<file path="src/include/uart_macros.svh">
`ifndef UART_MACROS_SVH
`define UART_MACROS_SVH

// Character format, 8N1 on the line
`define UART_DATA_BITS      8

// Receiver samples each bit this many times
`define UART_OVERSAMPLE     16

// System clocks per oversample tick, one bit is 64 clocks
`define UART_CLKS_PER_TICK  4

// Buffering on both sides
`define UART_FIFO_DEPTH     8
`define UART_FIFO_AFULL     7   // almost_full threshold in entries

`endif

</file>
<file path="src/rtl/uart_pkg.sv">
`include "uart_macros.svh"

package uart_pkg;

    // One character as written by the host
    typedef logic [`UART_DATA_BITS-1:0] uart_byte_t;

    // What the receiver hands to the RX FIFO
    typedef struct packed {
        uart_byte_t data;
        logic       frame_err;  // Stop bit sampled low
    } rx_frame_t;

    // Flags returned from each FIFO
    typedef struct packed {
        logic full;
        logic empty;
        logic almost_full;
        logic overflow;     // Write refused last cycle
        logic underflow;    // Read refused last cycle
    } fifo_status_t;

endpackage

</file>
<file path="src/rtl/sync_fifo.sv">
`timescale 1ns/100ps
`include "uart_macros.svh"

module sync_fifo
    import uart_pkg::*;
#(
    parameter type T           = logic [7:0],
    parameter int  DEPTH       = `UART_FIFO_DEPTH,
    parameter int  AFULL_LEVEL = `UART_FIFO_AFULL
) (
    input  logic         clk,
    input  logic         rst_n,
    input  logic         wr_en,
    input  T             wr_data,
    input  logic         rd_en,
    output T             rd_data,
    output fifo_status_t status
);

    localparam int PTR_W = (DEPTH > 1) ? $clog2(DEPTH) : 1;
    localparam int CNT_W = PTR_W + 1;   // Must hold DEPTH itself

    T                 mem [DEPTH];
    logic [PTR_W-1:0] wr_ptr;
    logic [PTR_W-1:0] rd_ptr;
    logic [CNT_W-1:0] count;
    logic             full;
    logic             empty;
    logic             almost_full;
    logic             overflow_q;
    logic             underflow_q;
    logic             wr_ok;
    logic             rd_ok;

    assign full        = (count == CNT_W'(DEPTH));
    assign empty       = (count == '0);
    assign almost_full = (count >= CNT_W'(AFULL_LEVEL));

    assign wr_ok = wr_en && !full;
    assign rd_ok = rd_en && !empty;

    always_ff @(posedge clk or negedge rst_n) begin
        if (!rst_n) begin
            count <= '0;
        end else begin
            case ({wr_ok, rd_ok})
                2'b10:   count <= count + 1'b1;
                2'b01:   count <= count - 1'b1;
                default: count <= count;     // Idle, or push and pop together
            endcase
        end
    end

    always_ff @(posedge clk or negedge rst_n) begin
        if (!rst_n) begin
            wr_ptr <= '0;
            rd_ptr <= '0;
        end else begin
            if (wr_ok)
                wr_ptr <= (wr_ptr == PTR_W'(DEPTH - 1)) ? '0 : wr_ptr + 1'b1;
            if (rd_ok)
                rd_ptr <= (rd_ptr == PTR_W'(DEPTH - 1)) ? '0 : rd_ptr + 1'b1;
        end
    end

    always_ff @(posedge clk) begin
        if (wr_ok)
            mem[wr_ptr] <= wr_data;
    end

    // Registered read port, holds its value when nothing is popped
    always_ff @(posedge clk or negedge rst_n) begin
        if (!rst_n)
            rd_data <= '0;
        else if (rd_ok)
            rd_data <= mem[rd_ptr];
    end

    always_ff @(posedge clk or negedge rst_n) begin
        if (!rst_n) begin
            overflow_q  <= 1'b0;
            underflow_q <= 1'b0;
        end else begin
            overflow_q  <= wr_en && full;
            underflow_q <= rd_en && empty;
        end
    end

    assign status = '{
        full:        full,
        empty:       empty,
        almost_full: almost_full,
        overflow:    overflow_q,
        underflow:   underflow_q
    };

endmodule

</file>
<file path="src/rtl/baud_timer.sv">
`timescale 1ns/100ps

module baud_timer #(
    parameter int DIVISOR = 4
) (
    input  logic clk,
    input  logic rst_n,
    output logic tick
);

    localparam int CNT_W = (DIVISOR > 1) ? $clog2(DIVISOR) : 1;

    logic [CNT_W-1:0] count;

    // Tick is high for the one clock after each wrap
    always_ff @(posedge clk or negedge rst_n) begin
        if (!rst_n) begin
            count <= '0;
            tick  <= 1'b0;
        end else if (count == CNT_W'(DIVISOR - 1)) begin
            count <= '0;
            tick  <= 1'b1;
        end else begin
            count <= count + 1'b1;
            tick  <= 1'b0;
        end
    end

endmodule

</file>
<file path="src/rtl/uart_tx.sv">
`timescale 1ns/100ps
`include "uart_macros.svh"

module uart_tx
    import uart_pkg::*;
(
    input  logic       clk,
    input  logic       rst_n,
    input  logic       tick,
    input  logic       fifo_empty,
    input  uart_byte_t fifo_data,
    output logic       fifo_rd_en,
    output logic       txd
);

    localparam int TICK_W = $clog2(`UART_OVERSAMPLE);
    localparam int BIT_W  = $clog2(`UART_DATA_BITS);

    typedef enum logic [2:0] {
        IDLE,
        FETCH,
        START,
        DATA,
        STOP
    } state_t;

    state_t            state;
    logic [TICK_W-1:0] tick_cnt;
    logic [BIT_W-1:0]  bit_idx;
    uart_byte_t        shifter;
    logic              bit_end;

    assign fifo_rd_en = (state == IDLE) && !fifo_empty;   // Leaves IDLE next edge
    assign bit_end    = tick && (tick_cnt == TICK_W'(`UART_OVERSAMPLE - 1));

    always_ff @(posedge clk or negedge rst_n) begin
        if (!rst_n) begin
            state    <= IDLE;
            tick_cnt <= '0;
            bit_idx  <= '0;
            txd      <= 1'b1;
        end else begin
            if (tick && (state == START || state == DATA || state == STOP))
                tick_cnt <= tick_cnt + 1'b1;    // Wraps to zero at bit end

            case (state)
                IDLE: begin
                    if (fifo_rd_en)
                        state <= FETCH;
                end
                FETCH: begin
                    // Start bit begins on a tick so every bit is 16 whole ticks
                    if (tick) begin
                        txd      <= 1'b0;
                        tick_cnt <= '0;
                        state    <= START;
                    end
                end
                START: begin
                    if (bit_end) begin
                        txd     <= shifter[0];
                        bit_idx <= '0;
                        state   <= DATA;
                    end
                end
                DATA: begin
                    if (bit_end) begin
                        if (bit_idx == BIT_W'(`UART_DATA_BITS - 1)) begin
                            txd   <= 1'b1;
                            state <= STOP;
                        end else begin
                            txd     <= shifter[0];
                            bit_idx <= bit_idx + 1'b1;
                        end
                    end
                end
                STOP: begin
                    if (bit_end)
                        state <= IDLE;
                end
                default: state <= IDLE;
            endcase
        end
    end

    // Popped byte sits on fifo_data for as long as FETCH waits
    always_ff @(posedge clk) begin
        if (state == FETCH)
            shifter <= fifo_data;
        else if (bit_end && (state == START || state == DATA))
            shifter <= shifter >> 1;    // LSB first
    end

endmodule

</file>
<file path="src/rtl/uart_rx.sv">
`timescale 1ns/100ps
`include "uart_macros.svh"

module uart_rx
    import uart_pkg::*;
(
    input  logic      clk,
    input  logic      rst_n,
    input  logic      tick,
    input  logic      rxd,
    output logic      frame_wr_en,
    output rx_frame_t frame
);

    localparam int TICK_W = $clog2(`UART_OVERSAMPLE);
    localparam int BIT_W  = $clog2(`UART_DATA_BITS);

    typedef enum logic [1:0] {
        IDLE,
        START,
        DATA,
        STOP
    } state_t;

    state_t            state;
    logic              rxd_meta;
    logic              rxd_sync;
    logic [TICK_W-1:0] tick_cnt;
    logic [BIT_W-1:0]  bit_idx;
    logic              mid_start;
    logic              bit_end;
    logic              sample_data;
    logic              sample_stop;

    // Line idles high, so the synchronizer resets to one
    always_ff @(posedge clk or negedge rst_n) begin
        if (!rst_n) begin
            rxd_meta <= 1'b1;
            rxd_sync <= 1'b1;
        end else begin
            rxd_meta <= rxd;
            rxd_sync <= rxd_meta;
        end
    end

    assign mid_start   = tick && (tick_cnt == TICK_W'(`UART_OVERSAMPLE / 2 - 1));
    assign bit_end     = tick && (tick_cnt == TICK_W'(`UART_OVERSAMPLE - 1));
    assign sample_data = (state == DATA) && bit_end;
    assign sample_stop = (state == STOP) && bit_end;

    always_ff @(posedge clk or negedge rst_n) begin
        if (!rst_n) begin
            state       <= IDLE;
            tick_cnt    <= '0;
            bit_idx     <= '0;
            frame_wr_en <= 1'b0;
        end else begin
            frame_wr_en <= 1'b0;
            if (tick && state != IDLE)
                tick_cnt <= tick_cnt + 1'b1;

            case (state)
                IDLE: begin
                    tick_cnt <= '0;
                    if (!rxd_sync)
                        state <= START;
                end
                START: begin
                    if (mid_start) begin
                        tick_cnt <= '0;     // Later samples land mid-bit
                        bit_idx  <= '0;
                        state    <= rxd_sync ? IDLE : DATA;     // Glitch, not a start bit
                    end
                end
                DATA: begin
                    if (bit_end) begin
                        if (bit_idx == BIT_W'(`UART_DATA_BITS - 1))
                            state <= STOP;
                        else
                            bit_idx <= bit_idx + 1'b1;
                    end
                end
                STOP: begin
                    if (bit_end) begin
                        frame_wr_en <= 1'b1;
                        state       <= IDLE;
                    end
                end
                default: state <= IDLE;
            endcase
        end
    end

    always_ff @(posedge clk) begin
        if (sample_data)
            frame.data <= {rxd_sync, frame.data[`UART_DATA_BITS-1:1]};   // LSB arrives first
        if (sample_stop)
            frame.frame_err <= !rxd_sync;
    end

endmodule

</file>
<file path="src/rtl/uart_top.sv">
`timescale 1ns/100ps
`include "uart_macros.svh"

module uart_top
    import uart_pkg::*;
(
    input  logic         clk,
    input  logic         rst_n,
    input  logic         tx_wr_en,
    input  uart_byte_t   tx_wr_data,
    output fifo_status_t tx_status,
    input  logic         rx_rd_en,
    output rx_frame_t    rx_rd_data,
    output fifo_status_t rx_status,
    input  logic         rxd,
    output logic         txd
);

    logic       tick;
    logic       tx_fifo_rd_en;
    uart_byte_t tx_fifo_data;
    logic       rx_frame_wr_en;
    rx_frame_t  rx_frame;

    baud_timer #(
        .DIVISOR (`UART_CLKS_PER_TICK)
    ) u_timer (
        .clk   (clk),
        .rst_n (rst_n),
        .tick  (tick)
    );

    sync_fifo #(
        .T           (uart_byte_t),
        .DEPTH       (`UART_FIFO_DEPTH),
        .AFULL_LEVEL (`UART_FIFO_AFULL)
    ) u_tx_fifo (
        .clk     (clk),
        .rst_n   (rst_n),
        .wr_en   (tx_wr_en),
        .wr_data (tx_wr_data),
        .rd_en   (tx_fifo_rd_en),
        .rd_data (tx_fifo_data),
        .status  (tx_status)
    );

    uart_tx u_tx (
        .clk        (clk),
        .rst_n      (rst_n),
        .tick       (tick),
        .fifo_empty (tx_status.empty),
        .fifo_data  (tx_fifo_data),
        .fifo_rd_en (tx_fifo_rd_en),
        .txd        (txd)
    );

    // No back-pressure, a full RX FIFO drops the frame and flags overflow
    uart_rx u_rx (
        .clk         (clk),
        .rst_n       (rst_n),
        .tick        (tick),
        .rxd         (rxd),
        .frame_wr_en (rx_frame_wr_en),
        .frame       (rx_frame)
    );

    sync_fifo #(
        .T           (rx_frame_t),
        .DEPTH       (`UART_FIFO_DEPTH),
        .AFULL_LEVEL (`UART_FIFO_AFULL)
    ) u_rx_fifo (
        .clk     (clk),
        .rst_n   (rst_n),
        .wr_en   (rx_frame_wr_en),
        .wr_data (rx_frame),
        .rd_en   (rx_rd_en),
        .rd_data (rx_rd_data),
        .status  (rx_status)
    );

endmodule

</file>
<file path="config.mk">
export PLATFORM = sky130hd
export DESIGN_NAME = uart_top
export DESIGN_NICKNAME = d
export VERILOG_FILES = /design/src/rtl/uart_pkg.sv /design/src/rtl/sync_fifo.sv /design/src/rtl/baud_timer.sv /design/src/rtl/uart_tx.sv /design/src/rtl/uart_rx.sv /design/src/rtl/uart_top.sv
export VERILOG_INCLUDE_DIRS = /design/src /design/src/include
export SDC_FILE = /design/constraint.sdc
export NUM_CORES = 1
export LEC_CHECK = 0
export BUFFER_PORTS_ARGS = -buffer_cell sky130_fd_sc_hd__buf_2
export CORE_MARGIN = 3
export CORE_UTILIZATION = 40
export CTS_BUF_LIST = sky130_fd_sc_hd__clkbuf_2 sky130_fd_sc_hd__clkbuf_4 sky130_fd_sc_hd__clkbuf_8
export CTS_CLUSTER_SIZE = 16
export DETAILED_ROUTE_END_ITERATION = 6
export SYNTH_ARGS = -nofsm -noshare
export SYNTH_HDL_FRONTEND = slang
export SYNTH_SLANG_ARGS = --single-unit
</file>
<file path="constraint.sdc">
create_clock -name clk -period 7.7 [get_ports clk]
set_clock_uncertainty 0.1 [all_clocks]
set_input_delay 0.77 -clock clk [delete_from_list [all_inputs] [get_ports clk]]
set_output_delay 0.77 -clock clk [all_outputs]
set_load 0.005 [all_outputs]
</file>
== Word-level counts from Yosys, hierarchy flattened ==
Memory sizes are Yosys's and may differ from the RTL's. A register that Yosys moved wholly into a read port is not among the register bits.
Index checks and enable logic that the tools add are counted.

* Memories kept: 2
* Output and inout port bits: 20
* Logic and storage cells: 168
* Latch bits: 0
* Memory bits (writable): 136
* Register bits: 67
* ROM bits: 0

{| class="wikitable"
|+ Memories
! name !! depth !! bits a word !! read ports !! clocked after Yosys merged registers in !! wr ports !! RTL line !! text
|-
| u_rx_fifo.mem || 8 || 9 || 1 || 1 || 1 || sync_fifo.sv:23 || <nowiki>T mem [DEPTH];</nowiki>
|-
| u_tx_fifo.mem || 8 || 8 || 1 || 1 || 1 || sync_fifo.sv:23 ||
|}

* $lt $le $gt $ge: 2
* Shift operators: 0
* Bitwise operators: 0
* Muxes and demuxes: 48
* Reductions and logical operators: 42
* $mul: 0
* Equality and inequality tests: 36
* Add/subtract/negate cells: 13
* Divide/modulo/power cells: 0

{| class="wikitable"
|+ Operators with widths
! cell !! number
|-
| 3-bit two-way mux || 15
|-
| 4-bit case mux with 2 select lines || 3
|-
| 3-bit == test, second input constant || 7
|-
| 4-bit two-way mux || 5
|-
| 3-bit by 1-bit adder with 3-bit output, second input constant || 6
|-
| 1-bit logical AND || 17
|-
| 4-bit by 1-bit adder with 4-bit output, second input constant || 4
|-
| 4-bit == test, second input constant || 4
|-
| 8-bit two-way mux || 2
|-
| 3-bit case mux with 5 select lines || 1
|-
| 2-bit two-way mux || 7
|-
| 2-bit by 1-bit inequality test with 1-bit output, second input constant || 7
|-
| 2-bit inequality test, second input constant || 6
|-
| 3-bit case mux with 2 select lines || 2
|-
| 4-bit AND reduction || 3
|-
| 2-bit nonzero test || 6
|-
| 1-bit two-way mux || 11
|-
| 2-bit == test, second input constant || 5
|-
| 4-bit by 3-bit >= comparator with 1-bit output, second input constant || 2
|-
| 4-bit zero test || 2
|-
| 2-bit case mux with 4 select lines || 1
|-
| 4-bit by 1-bit subtractor with 4-bit output, second input constant || 2
|-
| 1-bit zero test || 7
|-
| 2-bit by 1-bit == test with 1-bit output, second input constant || 3
|-
| other kinds (11) || 13
|}

== Logic depth before layout (Yosys ltp) ==
* Word-level depth: 7
* Gate-level depth with buffers: 12
* Gate-level depth less buffers: 10

== Modules after synthesis ==
From an unflattened synthesis, not the netlist that was laid out.

* Cells, all modules: 627
* Area, all modules: 9447.8 um^2

{| class="wikitable"
|+ Modules (own cells, without submodules)
! module !! cells each !! seq. area each (um^2) !! times used !! area each (um^2)
|-
| sync_fifo (u_rx_fifo) || 236 || 2687.6 || 1 || 3834.9
|-
| sync_fifo (u_tx_fifo) || 217 || 2422.3 || 1 || 3534.6
|-
| uart_tx || 100 || 516.7 || 1 || 1061.0
|-
| uart_rx || 69 || 573.0 || 1 || 925.9
|-
| baud_timer || 5 || 75.1 || 1 || 91.3
|}

== Least setup slack after synthesis ==
Ideal clock, no wire load.

* Path kind: flip-flop to flip-flop
* From: reg u_rx_fifo.count[1]
* To: reg u_rx_fifo.count[2]
* Period minus slack after synthesis: 2487 ps
* Required time: 7471 ps
* Setup time: 129 ps
* Buffers on the path: 2
* Data arrival time: 2258 ps
* Stages on the path, launching flop included: 13
* Path slack: 5213 ps
* Cell sequence: dfrtp_1 -> buf_2 -> nor4_2 -> nand2b_1 -> buf_4 -> inv_1 -> ha_1 -> xor2_1 -> ha_1 -> a21oi_1 -> xor2_1 -> nor2_1 -> xor2_1

* Cells in the longest elaborated chain, start to end: 5
* Elaborated cells on any way between the ends: 12

{| class="wikitable"
|+ Ends and longest elaborated chain
! what !! RTL line !! text
|-
| start: declaration || sync_fifo.sv:26 || <nowiki>logic [CNT_W-1:0] count;</nowiki>
|-
| start signal: assignment || sync_fifo.sv:47 || <nowiki>2'b10: count <= count + 1'b1;</nowiki>
|-
| start signal: assignment || sync_fifo.sv:48 || <nowiki>2'b01: count <= count - 1'b1;</nowiki>
|-
| start signal: assignment || sync_fifo.sv:49 || <nowiki>default: count <= count;</nowiki>
|-
| 4-bit zero test (*) || sync_fifo.sv:36 || <nowiki>assign empty = (count == '0);</nowiki>
|-
| via u_rx_fifo.empty || sync_fifo.sv:28 || <nowiki>logic empty;</nowiki>
|-
| 1-bit zero test (*) || sync_fifo.sv:40 || <nowiki>assign rd_ok = rd_en && !empty;</nowiki>
|-
| 1-bit logical AND (*) || sync_fifo.sv:40 ||
|-
| via u_rx_fifo.rd_ok || sync_fifo.sv:33 || <nowiki>logic rd_ok;</nowiki>
|-
| 2-bit by 1-bit == test with 1-bit output / 2-bit == test (equally long branches) || sync_fifo.sv:46 || <nowiki>case ({wr_ok, rd_ok})</nowiki>
|-
| 4-bit case mux with 2 select lines / 2-bit nonzero test (equally long branches) || n/a ||
|}

The timed path passes the listed nets; every way through them passes the cells marked *.
A chain may end at the register's enable or synchronous reset.

== Worst setup path in the final report ==
* From: reg u_rx_fifo.count[0]
* To: reg u_rx_fifo.count[2]

* Cells in the longest elaborated chain, start to end: 5
* Elaborated cells on any way between the ends: 12

{| class="wikitable"
|+ Ends and longest elaborated chain
! what !! RTL line
|-
| 4-bit zero test (*) || sync_fifo.sv:36
|-
| 1-bit zero test (*) || sync_fifo.sv:40
|-
| 1-bit logical AND (*) || sync_fifo.sv:40
|-
| via u_rx_fifo.rd_ok || sync_fifo.sv:33
|-
| 2-bit by 1-bit == test with 1-bit output / 2-bit == test (equally long branches) || sync_fifo.sv:46
|-
| 4-bit case mux with 2 select lines / 2-bit nonzero test (equally long branches) || n/a
|}

Marks and branches as above.

==> results.json <==
{
  "status": "completed",
  "fin_crit_ns": 3.012,
  "synth-seq-cells": 220,
  "path_max_fanout": 23,
  "async_reset_ff_share_pct": 30.45,
  "synth.distinct_cells": 59,
  "synth_area_leaders": "edfxtp_1 50%, dfrtp_1 18%, mux4_2 7.4%",
  "die_w_um": 157.2,
  "drt_iter0_drc": 270,
  "remaining_drc_errors": 0,
  "clk-insertion-delay-late_ns": 0.53,
  "ff2ff_setup_slack_ns": 4.69,
  "core_area_sq_um": 22160,
  "synth_top_family_by_area": "multiplexers",
  "worstSetupPathType": "reg -> reg",
  "antenna_found_initial": 1,
  "grt_first_pass_wirelength_um": 26340,
  "max-cap-violations": 0,
  "place.gp.congestion": 0.7548,
  "rr_endpoint": "u_rx_fifo.count[2]$_DFFE_PN0P_",
  "switching_share_pct": 28.64,
  "grt_max_degree": 51,
  "yosys_warnings": 0,
  "internal_power_w": 0.002398,
  "synthesis.nets": 591,
  "synthFlopType": "edfxtp_1",
  "area_growth_syn_to_layout_pct": 12.19,
  "synth_fa_ha_area_share_pct": 2.874,
  "layout-drive-gt1-share_pct": 26.15,
  "hp-class": "in -> async",
  "seq_power_share_pct": 49.3,
  "p_switching_w": 0.0009626,
  "slew-limit-headroom_pct": 24.94,
  "dp_hpwl_um": 9845,
  "cts_tree": "done",
  "cellPowerDensity_nw_per_um2": 327.6,
  "overflow": 0,
  "r2r_start": "u_rx_fifo.count[0]$_DFFE_PN0P_",
  "insertedDiodeCount": 0,
  "p_clk_share_pct": 31.1,
  "grt_usage_pct": 13.62,
  "drt-wirelength-per-cell_um": 17.69,
  "final_common_cell": "edfxtp_1",
  "cellLeakagePower_nw": 3.829,
  "synthCells": 557,
  "firstDrtPassIters": 4,
  "cts_root_buf": "clkbuf_8",
  "peakVddDrop_uv": 181.0,
  "clk_pin_slew_ns": 0.06,
  "n_fill_cell": 1917,
  "muxShareOfSynthArea_pct": 12.75,
  "num_rows": 54,
  "r2r_cells": 10,
  "first_global_vias": 4974,
  "arrival_ns": 3.32,
  "io_buffer_count": 32,
  "worstMarginPinSlew_ns": 1.122,
  "synth_edf_count": 153,
  "yosysTopAreaCell": "edfxtp_1",
  "ios": 33,
  "viasPerCell": 5.249,
  "ant_nets": 0,
  "die_y_um": 157.2,
  "cts_buffer_depth": 3,
  "critPathRequiredTime_ns": 8.01,
  "cts_hold_buf": 0,
  "p_comb_share_pct": 19.7,
  "die_area_sq_um": 24710,
  "yosys.area_share.simple_pct": 7.404,
  "nNetsFinal": 638,
  "rsz0062_at_grt": "no",
  "cp-end-kind": "flop",
  "ctsResizeCount": 0,
  "drv_slew": 0,
  "yosys.area.top_type_share_pct": 50.25,
  "start_kind": "flop",
  "htreeDepth": 2,
  "synth_area_sq_um": 9143,
  "cts_setup_buffers": 0,
  "vias": 4782,
  "synth.avg_cell_area_sq_um": 16.41,
  "yosys.area_share.xor_xnor_pct": 1.150,
  "tritoncts.num_buffers": 38,
  "place_inst": 844,
  "ys_seq_area_share_pct": 68.63,
  "fin_crit_sh_pct": 39.12,
  "most-common-layout-cells": "153 x edfxtp_1, 64 x dfrtp_1, 41 x clkbuf_8",
  "setup_tns_ns": 0,
  "synth_compound_area_share_pct": 4.420,
  "start_util_pct": 41.25,
  "routed_wl_um": 16120,
  "final_hold_viol_count": 0,
  "finalSetupViolCount": 0,
  "clock_sinks": 220,
  "fin_cells": 911,
  "fmaxAchievable_mhz": 332.0
}
[layout make-up]
type	count	area, sq um	area share, %
clock buffer	53	654.4	6.380
clock inverter	14	95.09	0.9271
inverter	9	33.78	0.3293
multi-input combinational	295	2629	25.63
sequential	220	6275	61.17
tap	280	350.3	3.415
timing repair buffer	40	220.2	2.147
[routing by layer]
metal,up-vias,GRT usage (%),wire [um],part of all wire (%)
met5,-,0,13,0.081
met4,2,4.752,334,2.1
met3,29,3.382,855,5.3
met2,113,22.53,7925,49
met1,2401,17.66,6989,43
li1,2237,-,-,-
[power groups by stage]
| stage | Clock [W] | Combinational [W] | Sequential (W) |
|---|---|---|---|
| 2_1_floorplan | 0 | 0.000620 | 0.00155 |
| 3_3_place_gp | 0 | 0.000648 | 0.00167 |
| 3_5_place_dp | 0 | 0.000675 | 0.00168 |
| 4_1_cts | 0.00108 | 0.000676 | 0.00166 |
| 5_1_grt | 0.00115 | 0.000742 | 0.00169 |
| 6_report | 0.00104 | 0.000661 | 0.00166 |
[how the worst max path moves through the flow]
| stage | cells after the start | start | endpoint |
|---|---|---|---|
| after global routing | 10 | u_rx_fifo.count[0]$_DFFE_PN0P_ | u_rx_fifo.count[2]$_DFFE_PN0P_ |
| after detailed placement | 10 | u_rx_fifo.count[0]$_DFFE_PN0P_ | u_rx_fifo.count[2]$_DFFE_PN0P_ |
| after CTS | 10 | u_rx_fifo.count[0]$_DFFE_PN0P_ | u_rx_fifo.count[2]$_DFFE_PN0P_ |
| final | 10 | u_rx_fifo.count[0]$_DFFE_PN0P_ | u_rx_fifo.count[2]$_DFFE_PN0P_ |
| after floorplan | 12 | u_rx_fifo.count[1]$_DFFE_PN0P_ | u_rx_fifo.count[2]$_DFFE_PN0P_ |
| after global placement | 10 | u_rx_fifo.count[0]$_DFFE_PN0P_ | u_rx_fifo.count[2]$_DFFE_PN0P_ |
[critical path, cell delays in order (launching register included)]
cell,delay (ns)
dfrtp_1,0.49
nor4_2,0.36
nand2b_1,0.62
inv_1,0.15
ha_1,0.31
xor2_1,0.17
ha_1,0.19
a21oi_1,0.15
xor2_1,0.17
nor2_1,0.06
xor2_1,0.14
[logic make-up (layout without fill, tap and decap cells)]
kind of cell    Yosys count  count (layout)
compound gates           67              67
xor+xnor                 12              12
fa+ha+maj                21              21
buf+inv                  42             116
flops                   220             220
mux                      70              70
other cells               1               1
simple gates            124             124
[cells in the mapped netlist (all sizes together), types with 3 or more instances]
cell type / instances
mux2i: 19
nor2: 27
nor2b: 3
o22ai: 3
or2: 3
nor4: 4
and3: 3
o21ai: 29
mux2: 17
edfxtp: 153
xnor2: 4
and2: 3
a21oi: 14
xor2: 8
dfrtp: 64
a22o: 5
nand4: 5
dfstp: 3
nand2: 33
mux4: 34
ha: 21
nand3: 7
clkbuf: 7
nand2b: 12
nor3: 13
inv: 9
buf: 26
[flip-flops by register name (all words and copies together) (netlist names), 4 cells and up, named ones only]
| signal | count |
|---|---|
| u_rx_fifo.count | 4 |
| u_rx.tick_cnt | 4 |
| u_tx.shifter | 8 |
| u_rx.frame | 9 |
| u_tx_fifo.rd_data | 8 |
| u_rx_fifo.rd_data | 9 |
| u_tx_fifo.count | 4 |
| u_rx_fifo.mem | 72 |
| u_tx_fifo.mem | 64 |
[metrics by stage]
| step | instance area, sq um | total power, W | setup WS, ns | util (%) | hold slack, ns |
|---|---|---|---|---|---|
| CTS | 10260 | 0.003418 | 4.668 | 46.29 | 0.03246 |
| finish | 10260 | 0.003361 | 4.688 | 46.29 | 0.05232 |
| global placement | 9508 | 0.002316 | 4.804 | 42.90 | 0.2473 |
| floorplan | 9143 | 0.002171 | 5.213 | - | 0.2452 |
| global route | 10260 | 0.003573 | 4.386 | 46.29 | 0.05513 |
| detailed placement | 9508 | 0.002357 | 4.680 | 42.90 | 0.2491 |
Note: power is estimated with default switching activity, not from simulation.
